**src/source/vdu_pkg.sv**
```systemverilog
// shared constants, types and host write struct for the character display, imported by every module
package vdu_pkg;

	localparam int H_RES      = 288;  // active pixels per line
	localparam int V_RES      = 528;  // active lines per frame
	localparam int H_BLANK    = 64;   // blanking clocks before each line
	localparam int V_BLANK    = 8;    // blanking lines before each frame
	localparam int H_SYNC_LEN = 16;
	localparam int V_SYNC_LEN = 2;
	localparam int X_OFFSET   = 16;   // left margin of the character area
	localparam int Y_OFFSET   = 8;    // top margin of the character area
	localparam int SCALE      = 1;    // pixel stretch is 2^SCALE
	localparam int H_CHARS    = 16;
	localparam int V_CHARS    = 32;
	localparam int FONT_W     = 8;
	localparam int FONT_H     = 8;
	localparam int FONT_CHARS = 64;
	localparam int CORDW      = 16;   // signed coordinate width

	localparam int STRETCH    = 1 << SCALE;          // clocks per glyph bit
	localparam int SCAN_W     = FONT_W * H_CHARS;    // scanline buffer width
	localparam int TEXT_LINES = FONT_H * V_CHARS;    // unscaled lines of text
	localparam int VRAM_DEPTH = H_CHARS * V_CHARS;
	localparam int FONT_DEPTH = FONT_CHARS * FONT_H;

	typedef logic signed [CORDW-1:0]           coord_t;
	typedef logic [$clog2(VRAM_DEPTH)-1:0]     vaddr_t;
	typedef logic [$clog2(FONT_DEPTH)-1:0]     faddr_t;  // code * 8 + glyph row
	typedef logic [7:0]                        byte_t;

	typedef enum logic [2:0] {IDLE, FETCH, FILL, WAIT_POS, LINE} char_state_t;

	typedef struct packed {
		logic   we;
		vaddr_t addr;
		byte_t  data;
	} host_wr_t;

endpackage

```
**src/source/display_ram.sv**
```systemverilog
// text screen memory, written by the host and read one clock late by the character engine
`timescale 1ns/1ps

module display_ram import vdu_pkg::*; (
	input  logic     i_clk,
	input  host_wr_t i_wr,
	input  logic     i_rd_en,
	input  vaddr_t   i_rd_addr,
	output byte_t    o_rd_data
);

	byte_t mem [VRAM_DEPTH];  // 16 columns by 32 rows

	always_ff @(posedge i_clk) begin
		if (i_wr.we) begin
			mem[i_wr.addr] <= i_wr.data;
		end
		if (i_rd_en) begin
			o_rd_data <= mem[i_rd_addr];  // holds while idle
		end
	end

endmodule

```
**config.mk**
```make
export PLATFORM = sky130hd
export DESIGN_NAME = display_ram
export DESIGN_NICKNAME = d
export VERILOG_FILES = /design/src/source/vdu_pkg.sv /design/src/source/display_ram.sv
export SDC_FILE = /design/constraint.sdc
export NUM_CORES = 2
export LEC_CHECK = 0
export BUFFER_PORTS_ARGS = -buffer_cell sky130_fd_sc_hd__buf_2
export CORE_UTILIZATION = 45
export DETAILED_ROUTE_END_ITERATION = 10
export PLACE_DENSITY = 0.7
export SLEW_MARGIN = 0
export SYNTH_ARGS = -nofsm -noshare
export SYNTH_HDL_FRONTEND = slang
export SYNTH_SLANG_ARGS = --single-unit
```
**constraint.sdc**
```tcl
create_clock -name i_clk -period 5.4 [get_ports i_clk]
set_input_delay 0.81 -clock i_clk [delete_from_list [all_inputs] [get_ports i_clk]]
set_output_delay 0.81 -clock i_clk [all_outputs]
set_load 0.005 [all_outputs]
```
# ---- Word level (Yosys, flattened, before mapping)
# Memory sizes are Yosys's and may differ from the RTL's. A register that Yosys moved wholly into a read port is not among the register bits.
# Cells that the tools add are included.
dict set report totals {
  ff_bits 0
  latchBits 0
  ram_bits 4096
  rom_bits 0
  input_bits 29
  memories 1
}
dict set report op_classes {
  add_sub_neg 0
  mul 0
  div_mod_pow 0
  n_lt_le_gt_ge 0
  eq_ne 0
  shifts 0
  mux 2
  bitwise 0
  reduce_logical 0
}
# name words word_bits read_ports rd_ports_with_merged_regs write_ports line
set mem_list {}
lappend mem_list {mem 512 8 1 1 1 display_ram.sv:12} ;# byte_t mem [VRAM_DEPTH];
# op count
set op_table {}
lappend op_table {{two-way mux 1 bit} 2}

# ---- Depth between registers and ports, before layout
dict set report depth {
  word_depth 2
  mapped_depth 12
  depth_no_buf 7
}

# ---- Worst setup path after synthesis
# OpenSTA, ideal clock, no wires.
dict set report synth_path {
  path_type {input -> register}
  startpoint {input port i_rd_addr[0]}
  endpoint {register o_rd_data[0] (read register of mem) (data pin)}
  setup_time_ps 257
  arrival_ps 2664
  slack_ps 2479
  cell_stages 10
  path_buffers 4
  cell_sequence {buf_4 buf_12 buf_12 buf_2 mux4_2 o21ai_0 nand3_1 nand4_1 o21ai_0 o2111a_1}
}
# element line
set synth_rtl {}
lappend synth_rtl {{start: declaration} display_ram.sv:8} ;# input vaddr_t i_rd_addr,
lappend synth_rtl {{end: declaration} display_ram.sv:9} ;# output byte_t o_rd_data

==> results.tsv <==
stage	metric	value	unit
run_status	status	finished, final reports clean	
place	RD Place Congestion	0.906	
clock_network	CTS buffer count	397	
synthesis	average size of a mapped cell	19.9	um^2
floorplan	Placeable Area	353000	um^2
synthesis	Synth Instances	8030	
clock_network	H-tree levels	5	
timing	Max Slew Vio Count	0	
global_routing	number of global-route vias before repair	81511	
global_routing	GRT overflow	0	
detailed_routing	initial DRC count	11682	
clock_network	Resize count post-CTS	0	
place	pre-CTS setup slack	0.770	ns
critical_path	Critical Path AT	4.64	ns
place	Placed Cells	12500	
synthesis	register area share after synthesis	77.0	%
critical_path	Crit path max-delay family	simple AND/OR/NAND/NOR gates	
critical_path	critical-path maximum fanout	39	
global_routing	GR peak layer	met2	
timing	skew final	0.0430	ns
critical_path	Largest stage delay, worst path	0.85	ns
layout	Final Instance Count excl. Fillers	13220	
timing	Tightest Pin Transition	1.14	ns
timing	RSZ-0062 raised after global routing	false	
detailed_routing	DRC Markers	0	
synthesis	Synth Net Count	8059	
power	Tot Pwr	65600	uW
floorplan	die area	358000	um^2
critical_path	CP cell instances	buf_12 -> buf_12 -> buf_4 -> mux2i_1 -> o221ai_1 -> a21oi_1 -> nor4_1 -> nand4_1 -> nor4_1 -> o2111a_1	
floorplan	# rows	218	
timing	Tcrit/Tclk final	70.0	%
timing	relative slew slack	23.0	%
global_routing	first-pass GRT wire length	584	mm
worst_hold_path	Hold Crit Class	primary input to flip-flop	
detailed_routing	remaining antenna violation count	0	
floorplan	chip height	598	um
global_routing	largest net degree at the start of global routing	169	
layout	fin nets	8198	
power	VDD IR max	296	uV
timing	Setup TNS Final	0	ns
timing	min Tclk post-route	3.78	ns
synthesis	Warnings, synthesis	0	
clock_network	Post CTS Setup Buffer Count	0	
global_routing	initial antenna violation count	26	
critical_path	Required @ worst endpoint	6.26	ns
global_routing	GRT met2 Usage	35.3	%
layout	most frequent cells in the layout	edfxtp_1 (4104), mux2i_1 (797), mux4_2 (654)	
detailed_routing	drt first pass iters	8	
clock_network	clk slew on worst S/H paths	0.06	ns
global_routing	total track usage	22.4	%
layout	share of layout cells above drive strength 1	17.3	%
timing	fmax	265	MHz
power	leakage	0.0559	uW
timing	Hold Fails Final Rpt	0	
detailed_routing	final wirelength	408	mm
clock_network	clk sinks	4104	
synthesis	synthesized flop and latch total	4104	
synthesis	Unique masters post-synth	50	
layout	commonest non-fill, non-tap cell in the layout	edfxtp_1	
detailed_routing	average wire per standard cell	30.9	um
layout	Layout area overhead	11.6	%
synthesis	Post-synth EDFFs	4104	
critical_path	Crit Path Category	primary input to flip-flop	
timing	final setup fails	0	
critical_path	slowest CP cell	nor4_1	
synthesis	share of flip-flops with an asynchronous set or reset	0	%
place	DP Wirelength	247	mm
global_routing	met1 Resource Use GR	30.8	%
synthesis	Primary FF master, synth	edfxtp_1	
clock_network	Post-CTS Hold Buffers	0	
job	# Max-Cap Violations	0	
clock_network	worst skew pair latency	0.99	ns
clock_network	CTS root buf	clkbuf_16	
critical_path	type of origin of the critical path	primary input	
detailed_routing	DR vias	82684	
place	Buffers on Ports	36	
layout	Util after Layout	50.6	%
floorplan	Die W	598	um
synthesis	Post-Synthesis Cell Area	160000	um^2
clock_network	TritonCTS clock tree	built	
detailed_routing	DR vias/cell	6.25	
floorplan	# IOs	37	
critical_path	worst path bufs/invs	3	
timing	post-route setup slack	1.62	ns
clock_network	Max Buffers Root-to-Sink	4	
global_routing	met3 GRT Util	4.70	%
floorplan	effective utilization at floorplan	45.3	%
power	pwr dens	367	nW/um^2
critical_path	CP Capture Type	flip-flop	
## sequential cells by signal (all words and copies together), names as in the netlist
register and cells:
mem 4096, o_rd_data 8
## through the flow
step	hold WS (ns)	instance area, um^2
after floorplan	0.909	160000
after global placement	1.19	166000
after detailed placement	1.20	166000
after CTS	0.235	179000
after global routing	0.231	179000
final	0.267	179000
## final cells by class
| type | count | area (um^2) |
|---|---|---|
| fill | 27199 | 175000 |
| sequential | 4104 | 123000 |
| multi-input combinational | 3410 | 34000 |
| clock buffer | 498 | 10400 |
| tap | 4730 | 5920 |
| timing repair buffer | 253 | 2770 |
| clock inverter | 211 | 2230 |
| antenna | 11 | 27.5 |
| inverter | 3 | 18.8 |
## path summary, 6_finish.rpt
check | start | endpoint | slack [ns] | cells after the start
setup / recovery | i_rd_addr[0] | o_rd_data[4] | 1.62 | 10
hold / removal | i_rd_en | o_rd_data[6] | 0.27 | 1
setup reg to reg | mem[33][4] | o_rd_data[4] | 2.20 | 7
hold reg to reg | mem[155][4] | o_rd_data[4] | 1.24 | 4
## power breakdown
group          internal (uW)  switching [uW]
combinational           1010            2170
clock                  15500           11900
sequential             35100            13.8
total                  51600           14000
## synth_stat cells (all sizes together), types with 7 or more instances
cell    count  area, um^2
edfxtp   4104      123000
mux2i     797        7980
mux4      654       14700
nor2      597        2240
o221ai    372        3260
clkbuf    265         995
buf       248        1950
a21oi     194         971
o22ai     163        1020
o21ai     119         596
nand2     111         417
nor3      109         546
a22oi      61         458
nand3      36         180
nor4       36         225
nand4      32         200
and2       20         125
a211oi     17         128
o31ai      13        97.6
nor3b       8        60.1
o2111a      8        90.1
o41ai       7        61.3
## layer usage
metal  part of all wire [%]  up-vias  wire, um
met5                  0.010        -        41
met4                    4.4        6     17800
met3                     10      841     41800
met2                     47     4994    192000
met1                     38    43059    156000
li1                       -    33784         -
## logic make-up (layout without fill, tap and decap cells)
logic type | after synthesis | count (layout) | share of synthesized area, %
AO/OA/AOI/OAI | 979 | 979 | 4.31
buffers and inverters | 516 | 965 | 1.85
flip-flops | 4104 | 4104 | 77.0
multiplexers | 1451 | 1451 | 14.2
other | 0 | 11 | 0
AND/OR/NAND/NOR | 980 | 980 | 2.63
(Power assumes the default switching activity.)
