[config.mk]
export PLATFORM = sky130hd
export DESIGN_NAME = char_gen
export DESIGN_NICKNAME = d
export VERILOG_FILES = /design/src/source/vdu_pkg.sv /design/src/source/char_gen.sv
export SDC_FILE = /design/constraint.sdc
export NUM_CORES = 1
export LEC_CHECK = 0
export ABC_AREA = 1
export BUFFER_PORTS_ARGS = -buffer_cell sky130_fd_sc_hd__buf_2
export CELL_PAD_IN_SITES_DETAIL_PLACEMENT = 1
export CELL_PAD_IN_SITES_GLOBAL_PLACEMENT = 1
export CORE_UTILIZATION = 49
export CTS_CLUSTER_DIAMETER = 30
export DETAILED_ROUTE_END_ITERATION = 8
export PLACE_DENSITY_LB_ADDON = 0.1
export SETUP_SLACK_MARGIN = 0.05
export SLEW_MARGIN = 0
export SYNTH_ARGS = -nofsm -noshare
export SYNTH_HDL_FRONTEND = slang
export SYNTH_SLANG_ARGS = --single-unit
[constraint.sdc]
create_clock -name i_clk -period 5.4 [get_ports i_clk]
set_input_delay 1.08 -clock i_clk [delete_from_list [all_inputs] [get_ports i_clk]]
set_output_delay 1.08 -clock i_clk [all_outputs]
set_load 0.05 [all_outputs]
[src/source/vdu_pkg.sv]
// shared constants, types and host write struct for the character display, imported by every module
package vdu_pkg;

	localparam int H_RES      = 288;  // active pixels per line
	localparam int V_RES      = 528;  // active lines per frame
	localparam int H_BLANK    = 64;   // blanking clocks before each line
	localparam int V_BLANK    = 8;    // blanking lines before each frame
	localparam int H_SYNC_LEN = 16;
	localparam int V_SYNC_LEN = 2;
	localparam int X_OFFSET   = 16;   // left margin of the character area
	localparam int Y_OFFSET   = 8;    // top margin of the character area
	localparam int SCALE      = 1;    // pixel stretch is 2^SCALE
	localparam int H_CHARS    = 16;
	localparam int V_CHARS    = 32;
	localparam int FONT_W     = 8;
	localparam int FONT_H     = 8;
	localparam int FONT_CHARS = 64;
	localparam int CORDW      = 16;   // signed coordinate width

	localparam int STRETCH    = 1 << SCALE;          // clocks per glyph bit
	localparam int SCAN_W     = FONT_W * H_CHARS;    // scanline buffer width
	localparam int TEXT_LINES = FONT_H * V_CHARS;    // unscaled lines of text
	localparam int VRAM_DEPTH = H_CHARS * V_CHARS;
	localparam int FONT_DEPTH = FONT_CHARS * FONT_H;

	typedef logic signed [CORDW-1:0]           coord_t;
	typedef logic [$clog2(VRAM_DEPTH)-1:0]     vaddr_t;
	typedef logic [$clog2(FONT_DEPTH)-1:0]     faddr_t;  // code * 8 + glyph row
	typedef logic [7:0]                        byte_t;

	typedef enum logic [2:0] {IDLE, FETCH, FILL, WAIT_POS, LINE} char_state_t;

	typedef struct packed {
		logic   we;
		vaddr_t addr;
		byte_t  data;
	} host_wr_t;

endpackage

[src/source/char_gen.sv]
// character generator engine: fetches a text row into a scanline buffer and shifts it out
`timescale 1ns/1ps

module char_gen import vdu_pkg::*; (
	input  logic   i_clk,
	input  logic   i_rst,
	input  logic   i_en,
	input  logic   i_line,
	input  coord_t i_sx,
	input  coord_t i_sy,
	output logic   o_rd_en,
	output vaddr_t o_rd_addr,
	input  byte_t  i_rd_data,
	output faddr_t o_font_addr,
	input  byte_t  i_font_data,
	output logic   o_pixel
);

	coord_t                    line_idx;    // scaled line inside the text area
	logic                      row_active;  // current line shows text
	logic                      line_end;
	logic [SCAN_W-1:0]         scanline;    // glyph rows of the whole text row
	logic [$clog2(SCAN_W)-1:0] bit_cnt;     // char index in fill, bit index in line
	logic [SCALE:0]            cnt_x;       // pixel stretch counter
	char_state_t               state;

	always_comb begin
		line_idx   = (i_sy - coord_t'(Y_OFFSET)) >>> SCALE;
		row_active = (line_idx >= 0) && (line_idx < coord_t'(TEXT_LINES));
		line_end   = (i_sx == coord_t'(H_RES - X_OFFSET));
	end

	// only the low 6 bits select a glyph
	assign o_font_addr = {i_rd_data[5:0], line_idx[2:0]};
	assign o_rd_en     = (state == FETCH) || (state == FILL);

	always_ff @(posedge i_clk) begin
		if (i_rst) begin
			state   <= IDLE;
			o_pixel <= 1'b0;
			bit_cnt <= '0;
			cnt_x   <= '0;
		end else begin
			case (state)
				IDLE: begin
					o_pixel <= 1'b0;
					if (i_en && i_line && row_active) begin
						bit_cnt   <= $clog2(SCAN_W)'(H_CHARS - 1);  // leftmost char first
						o_rd_addr <= {line_idx[7:3], 4'b0000};     // row * 16
						state     <= FETCH;
					end
				end

				FETCH: begin
					state <= FILL;  // display byte arrives this edge
				end

				FILL: begin
					scanline[FONT_W * bit_cnt + FONT_W - 1 -: FONT_W] <= i_font_data;
					o_rd_addr <= o_rd_addr + 1'b1;
					bit_cnt   <= bit_cnt - 1'b1;
					state     <= (bit_cnt == 0) ? WAIT_POS : FETCH;
				end

				WAIT_POS: begin
					if (i_sx == coord_t'(X_OFFSET)) begin
						cnt_x   <= '0;
						bit_cnt <= $clog2(SCAN_W)'(SCAN_W - 1);
						state   <= LINE;
					end
				end

				LINE: begin
					o_pixel <= scanline[bit_cnt];
					if (cnt_x == (SCALE + 1)'(STRETCH - 1)) begin
						cnt_x   <= '0;
						bit_cnt <= bit_cnt - 1'b1;
						if (bit_cnt == 0) begin
							state <= IDLE;  // last bit out
						end
					end else begin
						cnt_x <= cnt_x + 1'b1;
					end
					if (line_end) begin
						state <= IDLE;  // never run past the right margin
					end
				end

				default: begin
					state <= IDLE;
				end
			endcase
		end
	end

endmodule

Word-level counts from Yosys, hierarchy flattened:

Index checks and enable logic that the tools add are counted.
W data, S select, Z words.

* flip-flop bits (word level): 150
* input bits: 52
* output and inout bits: 20

* $add $sub $neg: 7
* $lt $le $gt $ge: 3
* eq/ne operators: 12
* shift operators: 2
* muxes and demuxes: 20
* bitwise operators: 1
* reduce and logical (&&, ||, !) cells: 15

Operators by type and width (number)
* $shift A8 B34 Y135 const A: 1
* $shiftx A8 B34 Y135: 1
* $bwmux W128: 1
* $neg A32 Y34: 1
* $pmux W7 S4: 1
* $mux W7: 3
* $pmux W9 S2: 1
* $eq A16 B10 Y1 const B: 1
* $eq A16 B6 Y1 const B: 1
* $sub A16 B5 Y16 const B: 1
* $ge A15 B1 Y1 const B: 1
* $lt A15 B10 Y1 const B: 1
* $mux W3: 5
* $pmux W3 S5: 1
* $sub A11 B1 Y12 const B: 1
* $add A10 B4 Y11 const B: 1
* $add A9 B1 Y9 const B: 1
* $mux W9: 1
* $lt A7 B8 Y1 const B: 1
* $reduce_and A4 Y1: 2
* $bmux W1 S7: 1
* $logic_not A7 Y1: 1
* $sub A7 B1 Y7 const B: 1
* $eq A3 B2 Y1 const B: 2
* 18 further kinds: 28

Depth between registers and ports, before layout:

Gate-level depths: netlist (run 1).

* depth after elaboration: 6
* mapped depth: 16
* gate-level depth less buffers: 15

Worst setup path before layout (run 1):

No wires, ideal clock.

* kind: input -> register
* from: input i_sy[3]
* to: register o_rd_addr[0], enable pin
* setup time: 0.313 ns
* arrival time: 2.542 ns
* path slack: 2.545 ns
* stages on the path: 8
* buffers on the path: 0
* cells stage by stage: inv_1 -> ha_1 -> nand2_1 -> o21ai_0 -> and3_2 -> nand3_2 -> nand2_4 -> and3_2

* cells in the longest elaborated chain, start to end: 6
* elaborated cells on any way between the ends: 7
* classes of those cells: add/sub: 1; order compare: 2; eq/ne: 1; reduce/logical: 3

RTL lines
* from (decl): RTL line char_gen.sv:10 `input coord_t i_sy,`
* $sub A16 B5 Y16 *: RTL line char_gen.sv:28 `line_idx = (i_sy - coord_t'(Y_OFFSET)) >>> SCALE;`
* $ge A15 B1 Y1 / $lt A15 B10 Y1 (equally long branches): RTL line char_gen.sv:29 `row_active = (line_idx >= 0) && (line_idx < coord_t'(TEXT_LINES));`
* $logic_and A1 B1 Y1 *: RTL line char_gen.sv:29
* $logic_and A1 B1 Y1 *: RTL line char_gen.sv:47 `if (i_en && i_line && row_active) begin`
* $ne A2 B2 Y1 (no line) *
* $reduce_and A3 Y1 (no line) *
* to (signal assigned): RTL line char_gen.sv:49 `o_rd_addr <= {line_idx[7:3], 4'b0000};`
* to (signal assigned): RTL line char_gen.sv:60 `o_rd_addr <= o_rd_addr + 1'b1;`
* to (decl): RTL line char_gen.sv:12 `output vaddr_t o_rd_addr,`

Every way passes the cells marked *; elsewhere a longest branch is shown, timed or not.
A chain may end at the register's enable or synchronous reset.

==> impl_results.md, run 1 <==
* Vias at 6533
* H-Tree Depth at 4
* Final min period at 2.94 ns
* Max-Cap Viols at 0
* Hold Crit Class: reg2reg
* Vias per cell at 5.52
* Final Util at 0.554
* P per Cell Area at 322 mW/mm²
* Overflow after GRT at 0
* R2R Path Start: bit_cnt[3]
* Layout cells sized above 1 at 0.122
* Setup Skew at 0.00790 ns
* Synth Instances at 929
* Num CTS Buffers at 17
* Final worst-path cycle share at 0.545
* CTS tree: yes
* First-pass GRT wire length at 34000 µm
* Routed Antenna Nets at 0
* Required @ worst endpoint at 5.46 ns
* Hold path startpoint: cnt_x[1]
* Clk sink count at 150
* Post-cts sizing count at 0
* Register area at 0.00438 mm²
* Final Hold Vio Count at 0
* Iteration count of the initial detailed-routing pass at 5
* Avg Cell Area, Syn at 8.54 µm²
* Proportion of synthesized chip area in sequential cells at 0.551
* Max-slew violation count at 0
* Post-layout nets at 1010
* Hold-fix buffers, CTS at 0
* CTS max path bufs at 2
* HPWL Detailed at 14300 µm
* Core Rows at 46
* DRC violation count after routing at 0
* DR WL/cell at 18.6 µm
* Setup Buffers After CTS at 0
* Worst slew pin tran at 0.890 ns
* Finish-stage setup viols at 0
* Core area at 0.0158 mm²
* Synthesized Nets at 985
* Final TNS setup at 0 ns
* Area growth from synthesis to layout at 10.5%
* Initial Util at 0.501
* Synth Register Bits at 150
* Worst-Skew Late Latency at 0.43 ns
* Vias in the first global route at 6670
* Reg2Reg Depth at 4
* Slew headroom at 0.406
* Initial antenna violation count at 0
* Leakage at 3.40 nW
* Unique masters post-synth at 42
* Fillers at 1876
* Horiz. Die Dim at 129 µm
* Cell area after synthesis at 0.00794 mm²
* Die height at 129 µm
* Commonest non-fill, non-tap cell in the layout: nor2_1
* Endpoint class of the critical path: flop
* Root Buffer: clkbuf_16
* Startpoint Class: flop
* Synth warnings at 0
* Reg2Reg Capture Point: scanline[105]
* EDFF count, synth at 137
* Worst vdd ir at 254 µV
* Hold endpoint: cnt_x[1]
* Final wirelength at 22000 µm
* Register clock-pin slew on the reported worst setup and hold paths at 0.06 ns
* Routability cong. at 0.808
* Status: finished, final reports clean
* Worst EP arrival at 3.00 ns
* Largest net degree at the start of global routing at 71
* RSZ-0062 raised after global routing: false
* # IOs at 72
* Max Clk Rate at 0.340 GHz
* Tot GR Track Use at 0.278
* Hold path cells at 2
* Critical path class: reg2reg
* Diode count at 0
* DR iter-0 viols at 431
* Worst reg-to-reg setup slack at 2.46 ns
* Fraction of registers with async set/reset at 0
* Die area at 0.0167 mm²
* PortBufs at 52
* Most frequent cells in the layout: 211 x nor2_1, 203 x nand2_1, 137 x edfxtp_1
* Crit path max fanout at 14
* Area of the multi-input gates at 0.00290 mm²
* Most used DFF post-synth: edfxtp_1
==> cells in the mapped netlist (13+ instances only) <==
master / n / share of area
nand2_1: 203 / 0.096
buf_4: 20 / 0.019
o21ai_0: 42 / 0.026
inv_1: 82 / 0.039
a21oi_1: 19 / 0.012
edfxtp_1: 137 / 0.52
nor3_1: 42 / 0.026
nor2_1: 211 / 0.10
dfxtp_1: 13 / 0.033
buf_2: 18 / 0.011
nand3_1: 51 / 0.032
==> layer usage <==
layer,share of wire,GRT usage
met4,0.026,0.116
met5,0,0
met2,0.52,0.506
met3,0.054,0.0458
met1,0.40,0.326
==> registers in the layout (all words and copies together), names as in the netlist <==
| register | flops |
|---|---|
| state | 3 |
| scanline | 128 |
| o_pixel | 1 |
| bit_cnt | 7 |
| o_rd_addr | 9 |
| cnt_x | 2 |
==> cell type report <==
type | instances | area share
tap | 216 | 0.0308
multi-input combinational | 637 | 0.331
clock buffer | 17 | 0.0485
timing repair buffer | 57 | 0.0339
sequential | 150 | 0.499
inverter | 91 | 0.0395
clock inverter | 15 | 0.0177
==> kinds of logic after synthesis <==
kind of cell,Yosys count,share of synthesized area
adders and majority gates,4,0.00631
AOI/OAI and AO/OA,85,0.0605
and+or+nand+nor,540,0.290
DFF,150,0.551
buffers and inverters,142,0.0831
xor gates and xnor gates,8,0.00883
==> how the worst max path moves through the flow <==
stage,from,to,slack [ns],cells after the start
2_1_floorplan,i_sy[3],o_rd_addr[0],2.54,8
3_3_place_gp,i_rst,scanline[108],2.23,4
3_5_place_dp,i_rst,scanline[108],2.22,4
4_1_cts,bit_cnt[3],scanline[111],2.52,4
5_1_grt,bit_cnt[3],scanline[84],2.32,4
6_report,bit_cnt[3],scanline[105],2.46,4
==> worst max-delay path: stages (launching register included) <==
cell	delay, ns
dfxtp_1	0.90
inv_1	0.09
nor2_1	0.25
nand3_1	0.54
nor2_1	0.77
==> through the flow <==
step / power [mW] / area (µm²) / setup WS [ns] / cells / hold slack (ns)
floorplan: 1.58 / 7940 / 2.54 / 929 / 0.422
global placement: 1.66 / 8190 / 2.23 / 1151 / 0.436
detailed placement: 1.68 / 8190 / 2.22 / 1151 / 0.445
CTS: 2.84 / 8770 / 2.52 / 1183 / 0.456
global route: 2.92 / 8770 / 2.32 / 1183 / 0.477
finish: 2.83 / 8770 / 2.46 / 1183 / 0.458
==> report_power, final <==
| part | switching [mW] | internal [mW] | total (mW) | leakage [nW] |
|---|---|---|---|---|
| clock | 0.488 | 0.681 | 1.17 | 0.265 |
| combinational | 0.286 | 0.0953 | 0.381 | 1.90 |
| sequential | 0.0121 | 1.27 | 1.28 | 1.24 |
No activity file was read; power rests on OpenSTA's default activity.
==> run 2, diff against run 1 <==
--- a/config.mk
+++ b/config.mk
@@ -9,7 +9,7 @@
 export BUFFER_PORTS_ARGS = -buffer_cell sky130_fd_sc_hd__buf_2
 export CELL_PAD_IN_SITES_DETAIL_PLACEMENT = 1
 export CELL_PAD_IN_SITES_GLOBAL_PLACEMENT = 1
-export CORE_UTILIZATION = 49
+export CORE_UTILIZATION = 45
 export CTS_CLUSTER_DIAMETER = 30
 export DETAILED_ROUTE_END_ITERATION = 8
 export PLACE_DENSITY_LB_ADDON = 0.1
==> constraint.sdc (replaced) <==
create_clock -name i_clk -period 3 [get_ports i_clk]
set_input_delay 0.6 -clock i_clk [delete_from_list [all_inputs] [get_ports i_clk]]
set_output_delay 0.6 -clock i_clk [all_outputs]
set_load 0.05 [all_outputs]
==> impl_results.md, run 2 (synthesis gave the netlist of run 1 again) <==
* Crit-path slowest cell: dfxtp_2
* Setup Buffers After CTS at 0
* Register clock-pin slew on the reported worst setup and hold paths at 0.06 ns
* Final worst-path cycle share at 0.797
* First-pass GRT wire length at 35400 µm
* Critical path class: reg2reg
* Tot GR Track Use at 0.262
* Commonest non-fill, non-tap cell in the layout: nor2_1
* Max-slew violation count at 0
* Area growth from synthesis to layout at 12.9%
* Vias per cell at 5.36
* Initial antenna violation count at 0
* # IOs at 72
* Initial Util at 0.460
* Final instance area at 0.00896 mm²
* DR iter-0 viols at 401
* Vias in the first global route at 6839
* Core Rows at 48
* Max-Cap Viols at 0
* Crit path max fanout at 65
* Worst vdd ir at 461 µV
* Die area at 0.0182 mm²
* Most flop-heavy register: scanline
* Worst-Skew Late Latency at 0.43 ns
* Overflow after GRT at 0
* Leakage at 3.54 nW
* DRC violation count after routing at 0
* Vias at 6507
* Setup Skew at 0.0146 ns
* Final min period at 2.39 ns
* P per Cell Area at 567 mW/mm²
* Endpoint class of the critical path: flop
* Hold Crit Class: reg2reg
* Final TNS setup at 0 ns
* Post-place instance area at 0.00840 mm²
* Max Clk Rate at 0.418 GHz
* CTS tree: yes
* DP Worst Slack at 0.579 ns
* Worst-path cell chain: inv_6, nor2_4, nand2_1, nor2_4, inv_2, nor2_1, buf_4
* Slew headroom at 0.563
* Most common cell on crit path: nor2_4
* Max reg flops at 128
* Worst slew pin tran at 0.655 ns
* Fillers at 2098
* Horiz. Die Dim at 135 µm
* Hold-fix buffers, CTS at 0
* Routability cong. at 0.813
* Top Registers: scanline x128, o_rd_addr x9, bit_cnt x7
* Status: finished, final reports clean
* Layout cells sized above 1 at 0.141
* Final wirelength at 22200 µm
* Core area at 0.0172 mm²
* Post-cts sizing count at 0
* Largest net degree at the start of global routing at 66
* Num CTS Buffers at 17
* Diode count at 0
* Clk sink count at 150
* Placed cells at 1184
* Finish-stage setup viols at 0
* CP top delay family: simple AND/OR/NAND/NOR gates
* Final cell count without fillers at 1215
* Sum of buffers and inverters on the critical path at 3
* Most frequent cells in the layout: 211 x nor2_1, 203 x nand2_1, 137 x edfxtp_1
* Register area at 0.00438 mm²
* Area of the multi-input gates at 0.00290 mm²
* HPWL Detailed at 14800 µm
* Worst EP arrival at 2.53 ns
* Iteration count of the initial detailed-routing pass at 4
* Die height at 135 µm
* Startpoint Class: flop
* Post-layout nets at 1034
* Root Buffer: clkbuf_16
* Routed Antenna Nets at 0
* DR WL/cell at 18.3 µm
* RSZ-0062 raised after global routing: false
* Worst stage delay on the critical path at 0.68 ns
* Setup ws final at 0.608 ns
* Required @ worst endpoint at 3.13 ns
* PortBufs at 52
* Final Hold Vio Count at 0
* CTS max path bufs at 2
* H-Tree Depth at 4
[run 2: cell count changes in the layout (fill, tap and decap cells not counted), sizes merged]
cell,delta
clkinvlp,-2
clkinv,-2
clkbuf,+2
inv,+1
buf,+24
[run 2: worst paths after layout]
kind	from	to	slack (ns)	depth (start not counted)
max	bit_cnt[0]	scanline[75]	0.61	7
min	cnt_x[1]	cnt_x[1]	0.46	2
max reg2reg	bit_cnt[0]	scanline[75]	0.61	7
min reg2reg	cnt_x[1]	cnt_x[1]	0.46	2
[run 2: area by class of cell]
class	instances	area share
clock inverter	12	0.0145
sequential	150	0.488
inverter	91	0.0387
tap	225	0.0314
clock buffer	19	0.0483
multi-input combinational	637	0.324
timing repair buffer	81	0.0547
[run 2: stage by stage]
stage | utilization | total power [mW] | hold WS (ns)
after global placement | 0.487 | 3.02 | 0.435
final | 0.520 | 5.08 | 0.458
after detailed placement | 0.487 | 3.04 | 0.455
after global routing | 0.520 | 5.26 | 0.468
after CTS | 0.520 | 5.10 | 0.460
after floorplan | - | 2.85 | 0.422
[run 2: worst register-to-register path, delay by kind of cell, from the launching register on]
kind | cells | cell delay [ns]
buffers and inverters | 3 | 0.62
and+or+nand+nor | 4 | 0.82
DFF | 1 | 0.68
[run 2: per-layer routing]
layer	GRT usage	routed length [µm]	vias to the layer above
met4	0.0755	339	0
li1	-	-	3145
met2	0.480	11500	144
met3	0.0503	1020	31
met5	0	0	-
met1	0.311	9400	3187
[run 2: power by group]
part	internal (mW)	switching (mW)
clock	1.22	0.853
combinational	0.185	0.517
sequential	2.28	0.0228
total	3.68	1.39
