`src/source/vdu_pkg.sv`:
```
// shared constants, types and host write struct for the character display, imported by every module
package vdu_pkg;

	localparam int H_RES      = 288;  // active pixels per line
	localparam int V_RES      = 528;  // active lines per frame
	localparam int H_BLANK    = 64;   // blanking clocks before each line
	localparam int V_BLANK    = 8;    // blanking lines before each frame
	localparam int H_SYNC_LEN = 16;
	localparam int V_SYNC_LEN = 2;
	localparam int X_OFFSET   = 16;   // left margin of the character area
	localparam int Y_OFFSET   = 8;    // top margin of the character area
	localparam int SCALE      = 1;    // pixel stretch is 2^SCALE
	localparam int H_CHARS    = 16;
	localparam int V_CHARS    = 32;
	localparam int FONT_W     = 8;
	localparam int FONT_H     = 8;
	localparam int FONT_CHARS = 64;
	localparam int CORDW      = 16;   // signed coordinate width

	localparam int STRETCH    = 1 << SCALE;          // clocks per glyph bit
	localparam int SCAN_W     = FONT_W * H_CHARS;    // scanline buffer width
	localparam int TEXT_LINES = FONT_H * V_CHARS;    // unscaled lines of text
	localparam int VRAM_DEPTH = H_CHARS * V_CHARS;
	localparam int FONT_DEPTH = FONT_CHARS * FONT_H;

	typedef logic signed [CORDW-1:0]           coord_t;
	typedef logic [$clog2(VRAM_DEPTH)-1:0]     vaddr_t;
	typedef logic [$clog2(FONT_DEPTH)-1:0]     faddr_t;  // code * 8 + glyph row
	typedef logic [7:0]                        byte_t;

	typedef enum logic [2:0] {IDLE, FETCH, FILL, WAIT_POS, LINE} char_state_t;

	typedef struct packed {
		logic   we;
		vaddr_t addr;
		byte_t  data;
	} host_wr_t;

endpackage

```
`src/source/display_timing.sv`:
```
// raster timing generator giving signed screen coordinates, syncs, display enable and strobes
`timescale 1ns/1ps

module display_timing import vdu_pkg::*; (
	input  logic   i_clk,
	input  logic   i_rst,
	output coord_t o_sx,
	output coord_t o_sy,
	output logic   o_hsync,
	output logic   o_vsync,
	output logic   o_de,
	output logic   o_line,
	output logic   o_frame
);

	coord_t nx;  // next horizontal position
	coord_t ny;  // next vertical position

	always_comb begin
		if (o_sx == coord_t'(H_RES - 1)) begin
			nx = coord_t'(-H_BLANK);  // wrap to start of line
			ny = (o_sy == coord_t'(V_RES - 1)) ? coord_t'(-V_BLANK) : o_sy + 1'b1;
		end else begin
			nx = o_sx + 1'b1;
			ny = o_sy;
		end
	end

	// decodes use the next position so they line up with the registered counters
	always_ff @(posedge i_clk) begin
		if (i_rst) begin
			o_sx    <= coord_t'(-H_BLANK);
			o_sy    <= coord_t'(-V_BLANK);
			o_hsync <= 1'b0;
			o_vsync <= 1'b0;
			o_de    <= 1'b0;
			o_line  <= 1'b0;
			o_frame <= 1'b0;
		end else begin
			o_sx    <= nx;
			o_sy    <= ny;
			o_hsync <= (nx < coord_t'(H_SYNC_LEN - H_BLANK));
			o_vsync <= (ny < coord_t'(V_SYNC_LEN - V_BLANK));  // whole lines
			o_de    <= (nx >= 0) && (ny >= 0);
			o_line  <= (nx == coord_t'(-H_BLANK));
			o_frame <= (nx == coord_t'(-H_BLANK)) && (ny == coord_t'(-V_BLANK));
		end
	end

endmodule

```
`config.mk`:
```
export PLATFORM = sky130hd
export DESIGN_NAME = display_timing
export DESIGN_NICKNAME = d
export VERILOG_FILES = /design/src/source/vdu_pkg.sv /design/src/source/display_timing.sv
export SDC_FILE = /design/constraint.sdc
export NUM_CORES = 1
export LEC_CHECK = 0
export ABC_AREA = 1
export ABC_CLOCK_PERIOD_IN_PS = 5620
export BUFFER_PORTS_ARGS = -buffer_cell sky130_fd_sc_hd__clkbuf_2
export CORE_AREA = 10 10 96 98
export CTS_BUF_LIST = sky130_fd_sc_hd__clkbuf_2
export DETAILED_ROUTE_END_ITERATION = 10
export DIE_AREA = 0 0 106 108
export PLACE_DENSITY = 0.49
export RECOVER_POWER = 50
export SLEW_MARGIN = 10
export SYNTH_ARGS = -nofsm -noshare
export SYNTH_HDL_FRONTEND = slang
export SYNTH_SLANG_ARGS = --single-unit
export TNS_END_PERCENT = 50
```
`constraint.sdc`:
```
create_clock -name i_clk -period 5.62 [get_ports i_clk]
set_clock_uncertainty 0.05 [all_clocks]
set_input_delay 0.562 -clock i_clk [delete_from_list [all_inputs] [get_ports i_clk]]
set_output_delay 0.562 -clock i_clk [all_outputs]
set_load 0.01 [all_outputs]
```
**Word-level counts from Yosys, hierarchy flattened**

Index checks and enable logic that the tools add are counted.
Widths: inputs -> output; s select.

- $add $sub $neg: 2
- $lt $le $gt $ge: 4
- Equal/unequal tests: 4
- Mux-type cells: 3
- Reductions and logical operators: 2

Operators by type and width:

| kind | number |
|---|---|
| $mux 16 | 3 |
| $add 16x1->16 const B | 2 |
| $ge 16x1->1 const B | 2 |
| $eq 16x10->1 const B | 1 |
| $eq 16x11->1 const B | 1 |
| $eq 16x4->1 const B | 1 |
| $eq 16x7->1 const B | 1 |
| $lt 16x4->1 const B | 1 |
| $lt 16x7->1 const B | 1 |
| $logic_and 1x1->1 | 2 |

- Bits in registers: 37
- Input port bits: 2

**Logic depth before layout (Yosys ltp)**

Gate-level depths: netlist of the first run.

- Word-level depth: 5
- Depth in mapped cells: 15

**Worst setup path after synthesis of the first run**

OpenSTA, ideal clock, no wires.

- Path type: reg-to-reg
- From: reg o_sx[0]
- To: reg o_vsync
- Setup time: 0.113 ns
- Arrival time: 1.750 ns
- Data required time: 5.457 ns
- Slack: 3.707 ns
- Cell stages (with the launch flop): 14
- Path buffers: 1
- Period minus slack after synthesis: 1.913 ns
- Cell sequence: dfxtp_1 ha_1 nand2_2 nor2_2 nand2_2 nor2_4 buf_6 nand3_1 nand3_1 nand3_1 nor2_2 nand2_1 nor2_1 nor2_1

- Word-level cells in the longest chain between the ends: 3

RTL lines:

| item | RTL line | text |
|---|---|---|
| start: declaration | display_timing.sv:7 | `output coord_t o_sx,` |
| start signal: assignment | display_timing.sv:32 | `o_sx <= coord_t'(-H_BLANK);` |
| start signal: assignment | display_timing.sv:40 | `o_sx <= nx;` |
| $eq 16x10->1 | display_timing.sv:20 | `if (o_sx == coord_t'(H_RES - 1)) begin` |
| $mux 16 | display_timing.sv:20 |  |
| $lt 16x4->1 | display_timing.sv:43 | `o_vsync <= (ny < coord_t'(V_SYNC_LEN - V_BLANK));` |
| end signal: assignment | display_timing.sv:43 |  |
| end: declaration | display_timing.sv:10 | `output logic o_vsync,` |

Every way passes these cells.
A chain may end at the register's enable or synchronous reset.

**Final worst setup path of the first run**

Same ends and word-level chain as after synthesis.

==> qor.txt, run 1 <==
Number of antenna violations at the first check in global routing = 0
Netlist cell types = 29
CP arrival = 3.04 ns
CTS tree = done
Drt first pass iters = 4
Setup_tns = 0 ns
Most common cell in the netlist = nand2_1
Syn_area_per_cell = 6.013 um2
CTS root buf = clkbuf_2
Drt via density = 4.758
Slowest stage cell on the critical path = nor2_1
Critical Path Start Type = flop
Fin. max-slew vios = 0
Global-route wire length before repair = 12120 um
Post-synthesis cell area = 2351 um2
Sequential share of the synthesized area = 31.51%
Dominant cells by area after synthesis = dfxtp_1 32%, nand2_1 19%, nand3_1 10%, nor2_1 9.3%, inv_1 7.7%
Initial core utilization = 31.57%
Logic pwr share = 4.5%
Sequential share of power = 58.5%
Final Hold Viols = 0
TritonCTS buffer count = 5
P_leak = 1.389 nW
GP Congestion = 0.9352
# IOs = 39
DR WL/cell = 13.91 um
Worst slew pin tran = 0.8891 ns
Slew HR = 40.51%
Post-synth top cells = 119 x nand2_1, 58 x nor2_1, 48 x inv_1, 48 x nand3_1, 37 x dfxtp_1
Clock power share = 36.9%
Max cap viols = 0
Die height = 108 um
Sw power = 0.0001161 W
Reg area = 740.7 um2
Crit share post-route = 49.22%
Crit path cell chain = ha_1 -> nand2_1 -> nor2_2 -> nand2_2 -> nor2_1 -> nand2_2 -> nand3_1 -> nand3_1 -> nor2_2 -> nand2_1 -> nor2_1 -> nor2_1
Port bufs = 38
Antenna cells = 0
Area grow syn2layout = 11.44%
Clock Latency Late Sink = 0.41 ns
Switching share of power = 25.19%
P per Cell Area = 176.0 nW/um2
Post-DP HPWL = 5689 um
CP max FO = 13
Multi-input gate area = 1350 um2
Peak supply drop = 69.23 uV
Post-Syn Instances = 391
Share of layout cells above drive strength 1 = 6.542%
Post-CTS Hold Buffers = 0
Mapped Nets = 395
Hold Path Class = in -> reg
Largest net degree at the start of global routing = 27
Fill cells = 871
Setup slack, reg-to-reg = 2.85 ns
Nets = 432
Status = completed
Final WL = 7374 um
Routed Antenna Nets = 0
Most frequent CP cell = nor2_1
Cell taking the most area after synthesis = dfxtp_1
H-tree levels = 2
Post-CTS Setup Inserts = 0
Via count = 2522
GRT Total Usage = 12.97%
Synth async-reset ratio = 0%
Yosys top cell area share = 31.51%
Yosys warns = 0
Row count = 32
Register clock-pin slew on the reported worst setup and hold paths = 0.22 ns
Post-synth top flop = dfxtp_1
Die width = 106 um
Overall power = 0.0004611 W
RSZ-0062 raised after global routing = no
Final setup vio count = 0
DRT iter0 DRCs = 169
Slowest stage delay, CP = 0.69 ns
Fmax = 361.5 MHz
Max Root-Sink Buffers = 2
Data required time at the worst endpoint = 5.90 ns
CP Capture Type = flop
Cell internal pwr = 0.0003450 W
Die area = 11450 um2
Fin crit period = 2.766 ns
Post-synth EDFFs = 0
Remaining Overflow, GRT = 0
#FFs+latches synth = 37
Cts repair resizes = 0
Core area = 7447 um2
Drt drc = 0
CP Class = reg -> reg
Clock sinks = 37
Vias in the first global route = 2426
## cells in the final DEF, fill, tap and decap left out, types with 2 or more instances in the layout
master    instances
nor3_1            6
a21oi_1           3
clkbuf_1         33
nand3b_1          4
nor2_1           59
nand4_1          23
nand3_1          48
xor2_1            3
nand2_1         120
nand2_2           6
o21ai_0           7
ha_1              2
xnor2_1           2
clkbuf_2         10
clkinv_2          2
inv_1            48
dfxtp_1          37
nor2_2            6
## state kept, by name, indices dropped and copies added, names as in the netlist
signal	flops
o_sy	16
o_de	1
o_hsync	1
o_vsync	1
o_sx	16
o_line	1
o_frame	1
## final cells by class
cell class | count | share of cell area (%)
clock buffers | 5 | 0.9551
multi-input cells | 295 | 51.53
flip-flops and latches | 37 | 28.27
repair buffers | 38 | 5.683
well taps | 102 | 4.871
clock inverters | 2 | 1.337
inverters | 51 | 7.354
## per-layer routing
metal / up-vias / part of all wire (%) / GRT usage, %
met5: - / 0 / 0
met4: 0 / 1.4 / 3.965
met3: 10 / 3.6 / 2.974
met2: 46 / 47 / 22.48
met1: 1141 / 48 / 15.64
li1: 1325 / - / -
## worst max-delay path: cells and delay by family (launching register included)
kind                       cells  cell delay [ns]
adders and majority gates      1             0.25
and+or+nand+nor               11             1.96
DFF                            1             0.43
## cells by family after synthesis
family                     count (synthesis)  synth area share, %
AOI/OAI and AO/OA                         14                3.299
adders and majority gates                  2                1.064
xor gates and xnor gates                   5                1.863
buffers and inverters                     59                10.64
DFF                                       37                31.51
and+or+nand+nor                          274                51.62
## power by group through the flow
stage	Sequential [W]	Clock, W	Combinational [W]
2_1_floorplan	0.000277	0	0.0000113
6_report	0.000270	0.000170	0.0000209
3_3_place_gp	0.000275	0	0.0000229
5_1_grt	0.000271	0.000185	0.0000234
3_5_place_dp	0.000275	0	0.0000226
4_1_cts	0.000270	0.000176	0.0000227
## through the flow
stage / setup WS, ns / hold WS, ns / std cells / utilization (%) / area (um2)
final: 2.854 / 0.4623 / 530 / 35.18 / 2620
after global placement: 3.249 / 0.5157 / 523 / 35.06 / 2611
after CTS: 3.169 / 0.3909 / 530 / 35.87 / 2671
after global routing: 2.603 / 0.4992 / 530 / 35.18 / 2620
after floorplan: 3.707 / 0.4950 / 391 / - / 2351
after detailed placement: 3.211 / 0.4925 / 523 / 35.06 / 2611
## worst paths after layout
check | startpoint | to | cells after the start
max reg2reg | o_sx[0]$_SDFF_PP0_ | o_vsync$_SDFF_PP0_ | 12
max | o_sx[0]$_SDFF_PP0_ | o_vsync$_SDFF_PP0_ | 12
min | i_rst | o_sx[2]$_SDFF_PP0_ | 2
min reg2reg | o_sy[9]$_SDFF_PP1_ | o_sy[9]$_SDFF_PP1_ | 2
Note: power is estimated with default switching activity, not from simulation.
==> inputs of run 2 (changes only) <==
Settings changed: ABC_AREA 1 to 0, ABC_CLOCK_PERIOD_IN_PS 5620 to 2800, CORE_AREA 10 10 96 98 to 10 10 93 95, DIE_AREA 0 0 106 108 to 0 0 103 105, PLACE_DENSITY 0.49 to 0.5.
Clock period 5.62 ns to 2.8 ns, I/O delays scaled along.
==> qor.txt, run 2 <==
Antenna cells = 0 (unchanged)
Remaining Overflow, GRT = 0 (unchanged)
Most frequent cells in the layout = 36 x dfxtp_1, 34 x clkbuf_1, 24 x nand2_1
Most common cell in the netlist = dfxtp_1
Port bufs = 38 (unchanged)
Min-Delay Path Depth = 2 (unchanged)
Top Registers = o_sx x16, o_sy x16
Die height = 105 um (-2.8%)
DRT iter0 DRCs = 138 (-18%)
Global-route wire length before repair = 10270 um (-15%)
Setup slack, reg-to-reg = 0.24 ns (-2.62 ns)
Fill cells = 733 (-16%)
Via count = 2108 (-16%)
Multi-input gate area = 1363 um2 (+0.93%)
Reg area = 742.0 um2 (+0.17%)
Fin crit period = 2.565 ns (-0.2012 ns)
Worst Setup Slack, final = 0.2352 ns (-2.619 ns)
Peak supply drop = 108.7 uV (+57%)
Fmax = 389.9 MHz (+7.8%)
R2R cell count = 8 (-4)
Syn_area_per_cell = 8.441 um2 (+40%)
TritonCTS buffer count = 5 (unchanged)
Commonest non-fill, non-tap cell in the layout = dfxtp_1
# IOs = 39 (unchanged)
CP max FO = 7 (-6)
Final setup vio count = 0 (unchanged)
Overall power = 0.0008738 W (+90%)
Yosys top cell area share = 33.75% (+2.2 points)
Status = completed
Cell internal pwr = 0.0006305 W (+83%)
Mapped Nets = 264 (-33%)
Met3 routed WL = 405 um (+53%)
Area grow syn2layout = 14.31%
Max layer used = met4
Largest net degree at the start of global routing = 16 (-41%)
Wire length on met2 = 2778 um (-19%)
Crit share post-route = 91.60% (+42 points)
Setup_tns = 0 ns (unchanged)
Hold Path Class = in -> reg
CP Capture Type = flop
Die area = 10820 um2 (-5.5%)
Final Hold Viols = 0 (unchanged)
Fin. max-slew vios = 0 (unchanged)
#FFs+latches synth = 37 (unchanged)
Post-DP HPWL = 4649 um (-18%)
Sw power = 0.0002433 W (+110%)
Drt drc = 0 (unchanged)
Cell taking the most area after synthesis = dfxtp_1
Post-synth EDFFs = 0 (unchanged)
Layout Cells excl Fill = 385 (-27%)
Post-synth top flop = dfxtp_1
Clock sinks = 37 (unchanged)
Switching share of power = 27.85% (+2.7 points)
DR WL/cell = 16.06 um (+15%)
CP Class = reg -> reg
Clock Latency Late Sink = 0.39 ns (-0.02 ns)
Placed Cells = 375 (-28%)
Hold_ws = 0.2004 ns (-0.2619 ns)
M1 wire length = 2922 um (-18%)
Yosys warns = 0 (unchanged)
Register clock-pin slew on the reported worst setup and hold paths = 0.20 ns (-0.02 ns)
P per Cell Area = 348.3 nW/um2 (+98%)
Core area = 6756 um2 (-9.3%)
Final WL = 6182 um (-16%)
GRT Total Usage = 11.65% (-1.3 points)
Worst slew pin tran = 0.5962 ns (-0.2929 ns)
Most frequent CP cell = and4_1
Post-Syn Instances = 260 (-34%)
Crit path cell chain = clkbuf_1 -> and4_1 -> nand4_1 -> or2_2 -> nor3b_1 -> a31oi_1 -> o21ai_0 -> and4_1
Data required time at the worst endpoint = 3.10 ns (-2.80 ns)
Netlist cell types = 56 (+93%)
Post-synthesis cell area = 2195 um2 (-6.7%)
Sequential share of the synthesized area = 33.75% (+2.2 points)
Max cap viols = 0 (unchanged)
Synth async-reset ratio = 0% (unchanged)
Post-synth top cells = 37 x dfxtp_1, 25 x nand2_1, 16 x a21oi_1, 16 x nor2_1, 15 x nand3_1
Initial core utilization = 32.48% (+0.91 points)
Slew HR = 60.11% (+20 points)
Logic pwr share = 8.9% (+4.4 points)
Nets = 308 (-29%)
Slowest stage cell on the critical path = and4_1
Share of layout cells above drive strength 1 = 18.69% (+12 points)
RSZ-0062 raised after global routing = no
Drt via density = 5.475 (+15%)
CP arrival = 2.86 ns (-0.18 ns)
P_leak = 0.9134 nW (-34%)
GP Congestion = 0.8105 (-13%)
H-tree levels = 2 (unchanged)
Max Root-Sink Buffers = 2 (unchanged)
Routed Antenna Nets = 0 (unchanged)
Slowest stage delay, CP = 0.43 ns (-0.26 ns)
Vias in the first global route = 1965 (-19%)
Pre-CTS setup slack = 0.1669 ns (-3.044 ns)
Number of antenna violations at the first check in global routing = 0 (unchanged)
Row count = 30 (-6.3%)
Sequential share of power = 62.6% (+4.1 points)
Dominant cells by area after synthesis = dfxtp_1 34%, xnor2_1 4.4%, nand2_1 4.3%, a21oi_1 3.6%, nand3_1 3.4%
CTS tree = done
Die width = 103 um (-2.8%)
Critical Path Start Type = flop
Clock power share = 28.5% (-8.4 points)
Drt first pass iters = 4 (unchanged)
CTS root buf = clkbuf_2
==> run 2: changes by cell type after synthesis, sizes merged, moves of 6 or more <==
cell,delta
a21oi,+13
and4,+6
buf,+6
inv,-46
nand2,-101
nand2b,+6
nand3,-32
nand4,-11
nor2,-49
nor4,+8
or2,+8
xnor2,+9
==> run 2: cell families after synthesis <==
group | synth area share [%]
buffers and inverters | 4.732
AOI/OAI and AO/OA | 15.22
adders and majority gates | 1.140
xor gates and xnor gates | 7.583
and+or+nand+nor | 37.57
DFF | 33.75
==> run 2: cell type report <==
type	count	area share [%]
clock buffers	6	1.197
clock inverters	2	0.3990
inverters	3	0.4489
multi-input cells	202	54.31
flip-flops and latches	37	29.58
well taps	80	3.990
repair buffers	55	10.07
==> run 2: through the flow <==
stage                     cell area, um2  utilization (%)
after floorplan                     2195                -
after global placement              2505            37.07
after detailed placement            2505            37.07
after CTS                           2545            37.67
after global routing                2509            37.13
final                               2509            37.13
==> run 2: repair_timing <==
action,CTS,global route
resized for setup,0,4
buffers inserted,0,2
hold buffers,0,0
endpoints found under the setup margin,0,2
==> run 2: power groups by stage <==
stage	clock network [W]	logic, W	registers (W)
finish	0.000249	0.0000778	0.000547
global route	0.000285	0.0000874	0.000549
CTS	0.000266	0.0000840	0.000547
detailed placement	0	0.0000834	0.000558
global placement	0	0.0000832	0.000558
floorplan	0	0.0000473	0.000561
==> run 2: path summary, 6_finish.rpt <==
path,from,endpoint
max,o_sy[0]$_SDFF_PP0_,o_frame$_SDFF_PP0_
min reg2reg,o_sy[14]$_SDFF_PP1_,o_sy[14]$_SDFF_PP1_
min,i_rst,o_sy[1]$_SDFF_PP0_
max reg2reg,o_sy[0]$_SDFF_PP0_,o_frame$_SDFF_PP0_
==> run 2: worst max-delay path: cells and delay by family, from the launching register on <==
kind | cells | cell delay, ns
flip-flops | 1 | 0.37
AO/OA/AOI/OAI | 2 | 0.35
buffers and inverters | 1 | 0.34
AND/OR/NAND/NOR | 5 | 1.41
==> run 2: metal layers <==
layer	vias to the layer above	global-route usage [%]
met3	5	2.767
met4	0	3.777
met5	-	0
met1	999	16.16
met2	57	17.09
li1	1047	-
==> inputs of run 3 (changes only) <==
Settings changed: RECOVER_POWER 50 to 100.
==> qor.txt, run 3 (synthesis results as in run 2) <==
Number of antenna violations at the first check in global routing = 0 (unchanged)
Die area = 10820 um2 (unchanged)
Top Registers = o_sx x16, o_sy x16
Drt via density = 5.439 (-0.66%)
CTS root buf = clkbuf_2
Register clock-pin slew on the reported worst setup and hold paths = 0.20 ns (about the same)
Placed Cells = 375 (unchanged)
Final Hold Viols = 0 (unchanged)
Crit share post-route = 91.11% (-0.49 points)
Critical path buffers and inverters = 0 (-1)
Most frequent CP cell = and4_1
Peak supply drop = 109.3 uV (+0.56%)
Fill cells = 735 (+0.27%)
Status = completed
Final WL = 6163 um (-0.31%)
DR WL/cell = 16.01 um (-0.31%)
Setup_tns = 0 ns (unchanged)
CP Capture Type = flop
Switching share of power = 27.81% (-0.039 points)
Slew HR = 62.50% (+2.4 points)
Fmax = 392.0 MHz (+0.53%)
Die height = 105 um (unchanged)
Multi-input gate area = 1345 um2 (-1.3%)
Row count = 30 (unchanged)
Largest net degree at the start of global routing = 16 (unchanged)
CP arrival = 2.85 ns (about the same)
Sw power = 0.0002428 W (-0.21%)
Initial core utilization = 32.48% (unchanged)
Clock sinks = 37 (unchanged)
Clock power share = 28.6% (about the same)
Nets = 308 (unchanged)
Fin. max-slew vios = 0 (unchanged)
Final setup vio count = 0 (unchanged)
Commonest non-fill, non-tap cell in the layout = clkbuf_1
Reg area = 742.0 um2 (unchanged)
Area grow syn2layout = 13.00%
Share of layout cells above drive strength 1 = 16.39% (-2.3 points)
Data required time at the worst endpoint = 3.10 ns (about the same)
Fin crit period = 2.551 ns (-0.01363 ns)
H-tree levels = 2 (unchanged)
Cell internal pwr = 0.0006304 W (about the same)
Die width = 103 um (unchanged)
Core area = 6756 um2 (unchanged)
Slowest stage cell on the critical path = and4_1
TritonCTS buffer count = 5 (unchanged)
Logic pwr share = 8.8% (about the same)
Drt first pass iters = 4 (unchanged)
Max cap viols = 0 (unchanged)
RSZ-0062 raised after global routing = no
Most frequent cells in the layout = 39 x clkbuf_1, 36 x dfxtp_1, 25 x nand2_1
Global-route wire length before repair = 10270 um (unchanged)
Port bufs = 38 (unchanged)
CP max FO = 14 (+7)
Vias in the first global route = 1965 (unchanged)
GRT Total Usage = 11.65% (unchanged)
Sequential share of power = 62.6% (about the same)
P_leak = 0.8763 nW (-4.1%)
Remaining Overflow, GRT = 0 (unchanged)
# IOs = 39 (unchanged)
Hold Path Class = in -> reg
CTS tree = done
Slowest stage delay, CP = 0.41 ns (-0.02 ns)
Routed Antenna Nets = 0 (unchanged)
Crit-path leading delay family = simple AND/OR/NAND/NOR gates
Antenna cells = 0 (unchanged)
Clock Latency Late Sink = 0.38 ns (about the same)
DRT iter0 DRCs = 119 (-14%)
Max Root-Sink Buffers = 2 (unchanged)
Post-DP HPWL = 4649 um (unchanged)
Post-CTS Hold Buffers = 0 (unchanged)
CP Class = reg -> reg
Drt drc = 0 (unchanged)
Worst slew pin tran = 0.5605 ns (-0.03569 ns)
P per Cell Area = 352.1 nW/um2 (+1.1%)
Crit path cell chain = ha_1 -> and4_1 -> and4_4 -> nand4_1 -> nor2b_4 -> a2111oi_2 -> and4b_1 -> and4_1
Via count = 2094 (-0.66%)
GP Congestion = 0.8105 (unchanged)
Critical Path Start Type = flop
Layout Cells excl Fill = 385 (unchanged)
[run 3: layout make-up]
cell class              count  share of cell area, %
clock inverters             2                 0.4036
well taps                  80                  4.036
repair buffers             55                  9.738
multi-input cells         202                  54.24
flip-flops and latches     37                  29.92
clock buffers               6                  1.211
inverters                   3                 0.4541
[run 3: power groups by stage]
stage                     clock network, W  registers [W]   logic, W
after detailed placement                 0       0.000558  0.0000834
after floorplan                          0       0.000561  0.0000473
after global placement                   0       0.000558  0.0000832
final                             0.000249       0.000547  0.0000771
after CTS                         0.000266       0.000547  0.0000840
after global routing              0.000285       0.000549  0.0000874
[run 3: worst register-to-register path: stages (launching register included)]
cell and delay [ns]:
dfxtp_1 0.38, ha_1 0.17, and4_1 0.41, and4_4 0.41
nand4_1 0.15, nor2b_4 0.17, a2111oi_2 0.36, and4b_1 0.26
and4_1 0.16
[run 3: per-layer routing]
| metal | share of wire [%] | wire (um) | GRT usage (%) | up-vias |
|---|---|---|---|---|
| li1 | - | - | - | 1041 |
| met2 | 45 | 2788 | 17.09 | 55 |
| met4 | 1.2 | 74 | 3.777 | 0 |
| met3 | 6.1 | 376 | 2.767 | 5 |
| met1 | 47 | 2924 | 16.16 | 993 |
| met5 | 0 | 0 | 0 | - |
[run 3: worst paths after layout]
check / depth (start not counted) / end / start / slack (ns)
hold / removal: 2 / o_sy[1]$_SDFF_PP0_ / i_rst / 0.20
setup reg to reg: 8 / o_frame$_SDFF_PP0_ / o_sx[1]$_SDFF_PP0_ / 0.25
hold reg to reg: 2 / o_sy[14]$_SDFF_PP1_ / o_sy[14]$_SDFF_PP1_ / 0.53
setup / recovery: 8 / o_frame$_SDFF_PP0_ / o_sx[1]$_SDFF_PP0_ / 0.25
[run 3: metrics by stage]
stage / worst slack (ns) / total power (W) / area [um2] / hold slack (ns) / utilization, %
after global routing: 0.01718 / 0.0009212 / 2480 / 0.2118 / 36.70
after CTS: 0.09885 / 0.0008968 / 2545 / 0.1976 / 37.67
after global placement: 0.1399 / 0.0006408 / 2505 / 0.4895 / 37.07
after detailed placement: 0.1669 / 0.0006410 / 2505 / 0.4868 / 37.07
after floorplan: 0.3051 / 0.0006085 / 2195 / 0.3336 / -
final: 0.2489 / 0.0008732 / 2480 / 0.1954 / 36.70
[run 3: what timing repair did]
action | CTS | global route
gates resized for setup | 0 | 4
setup endpoints to repair | 0 | 2
buffers inserted | 0 | 2
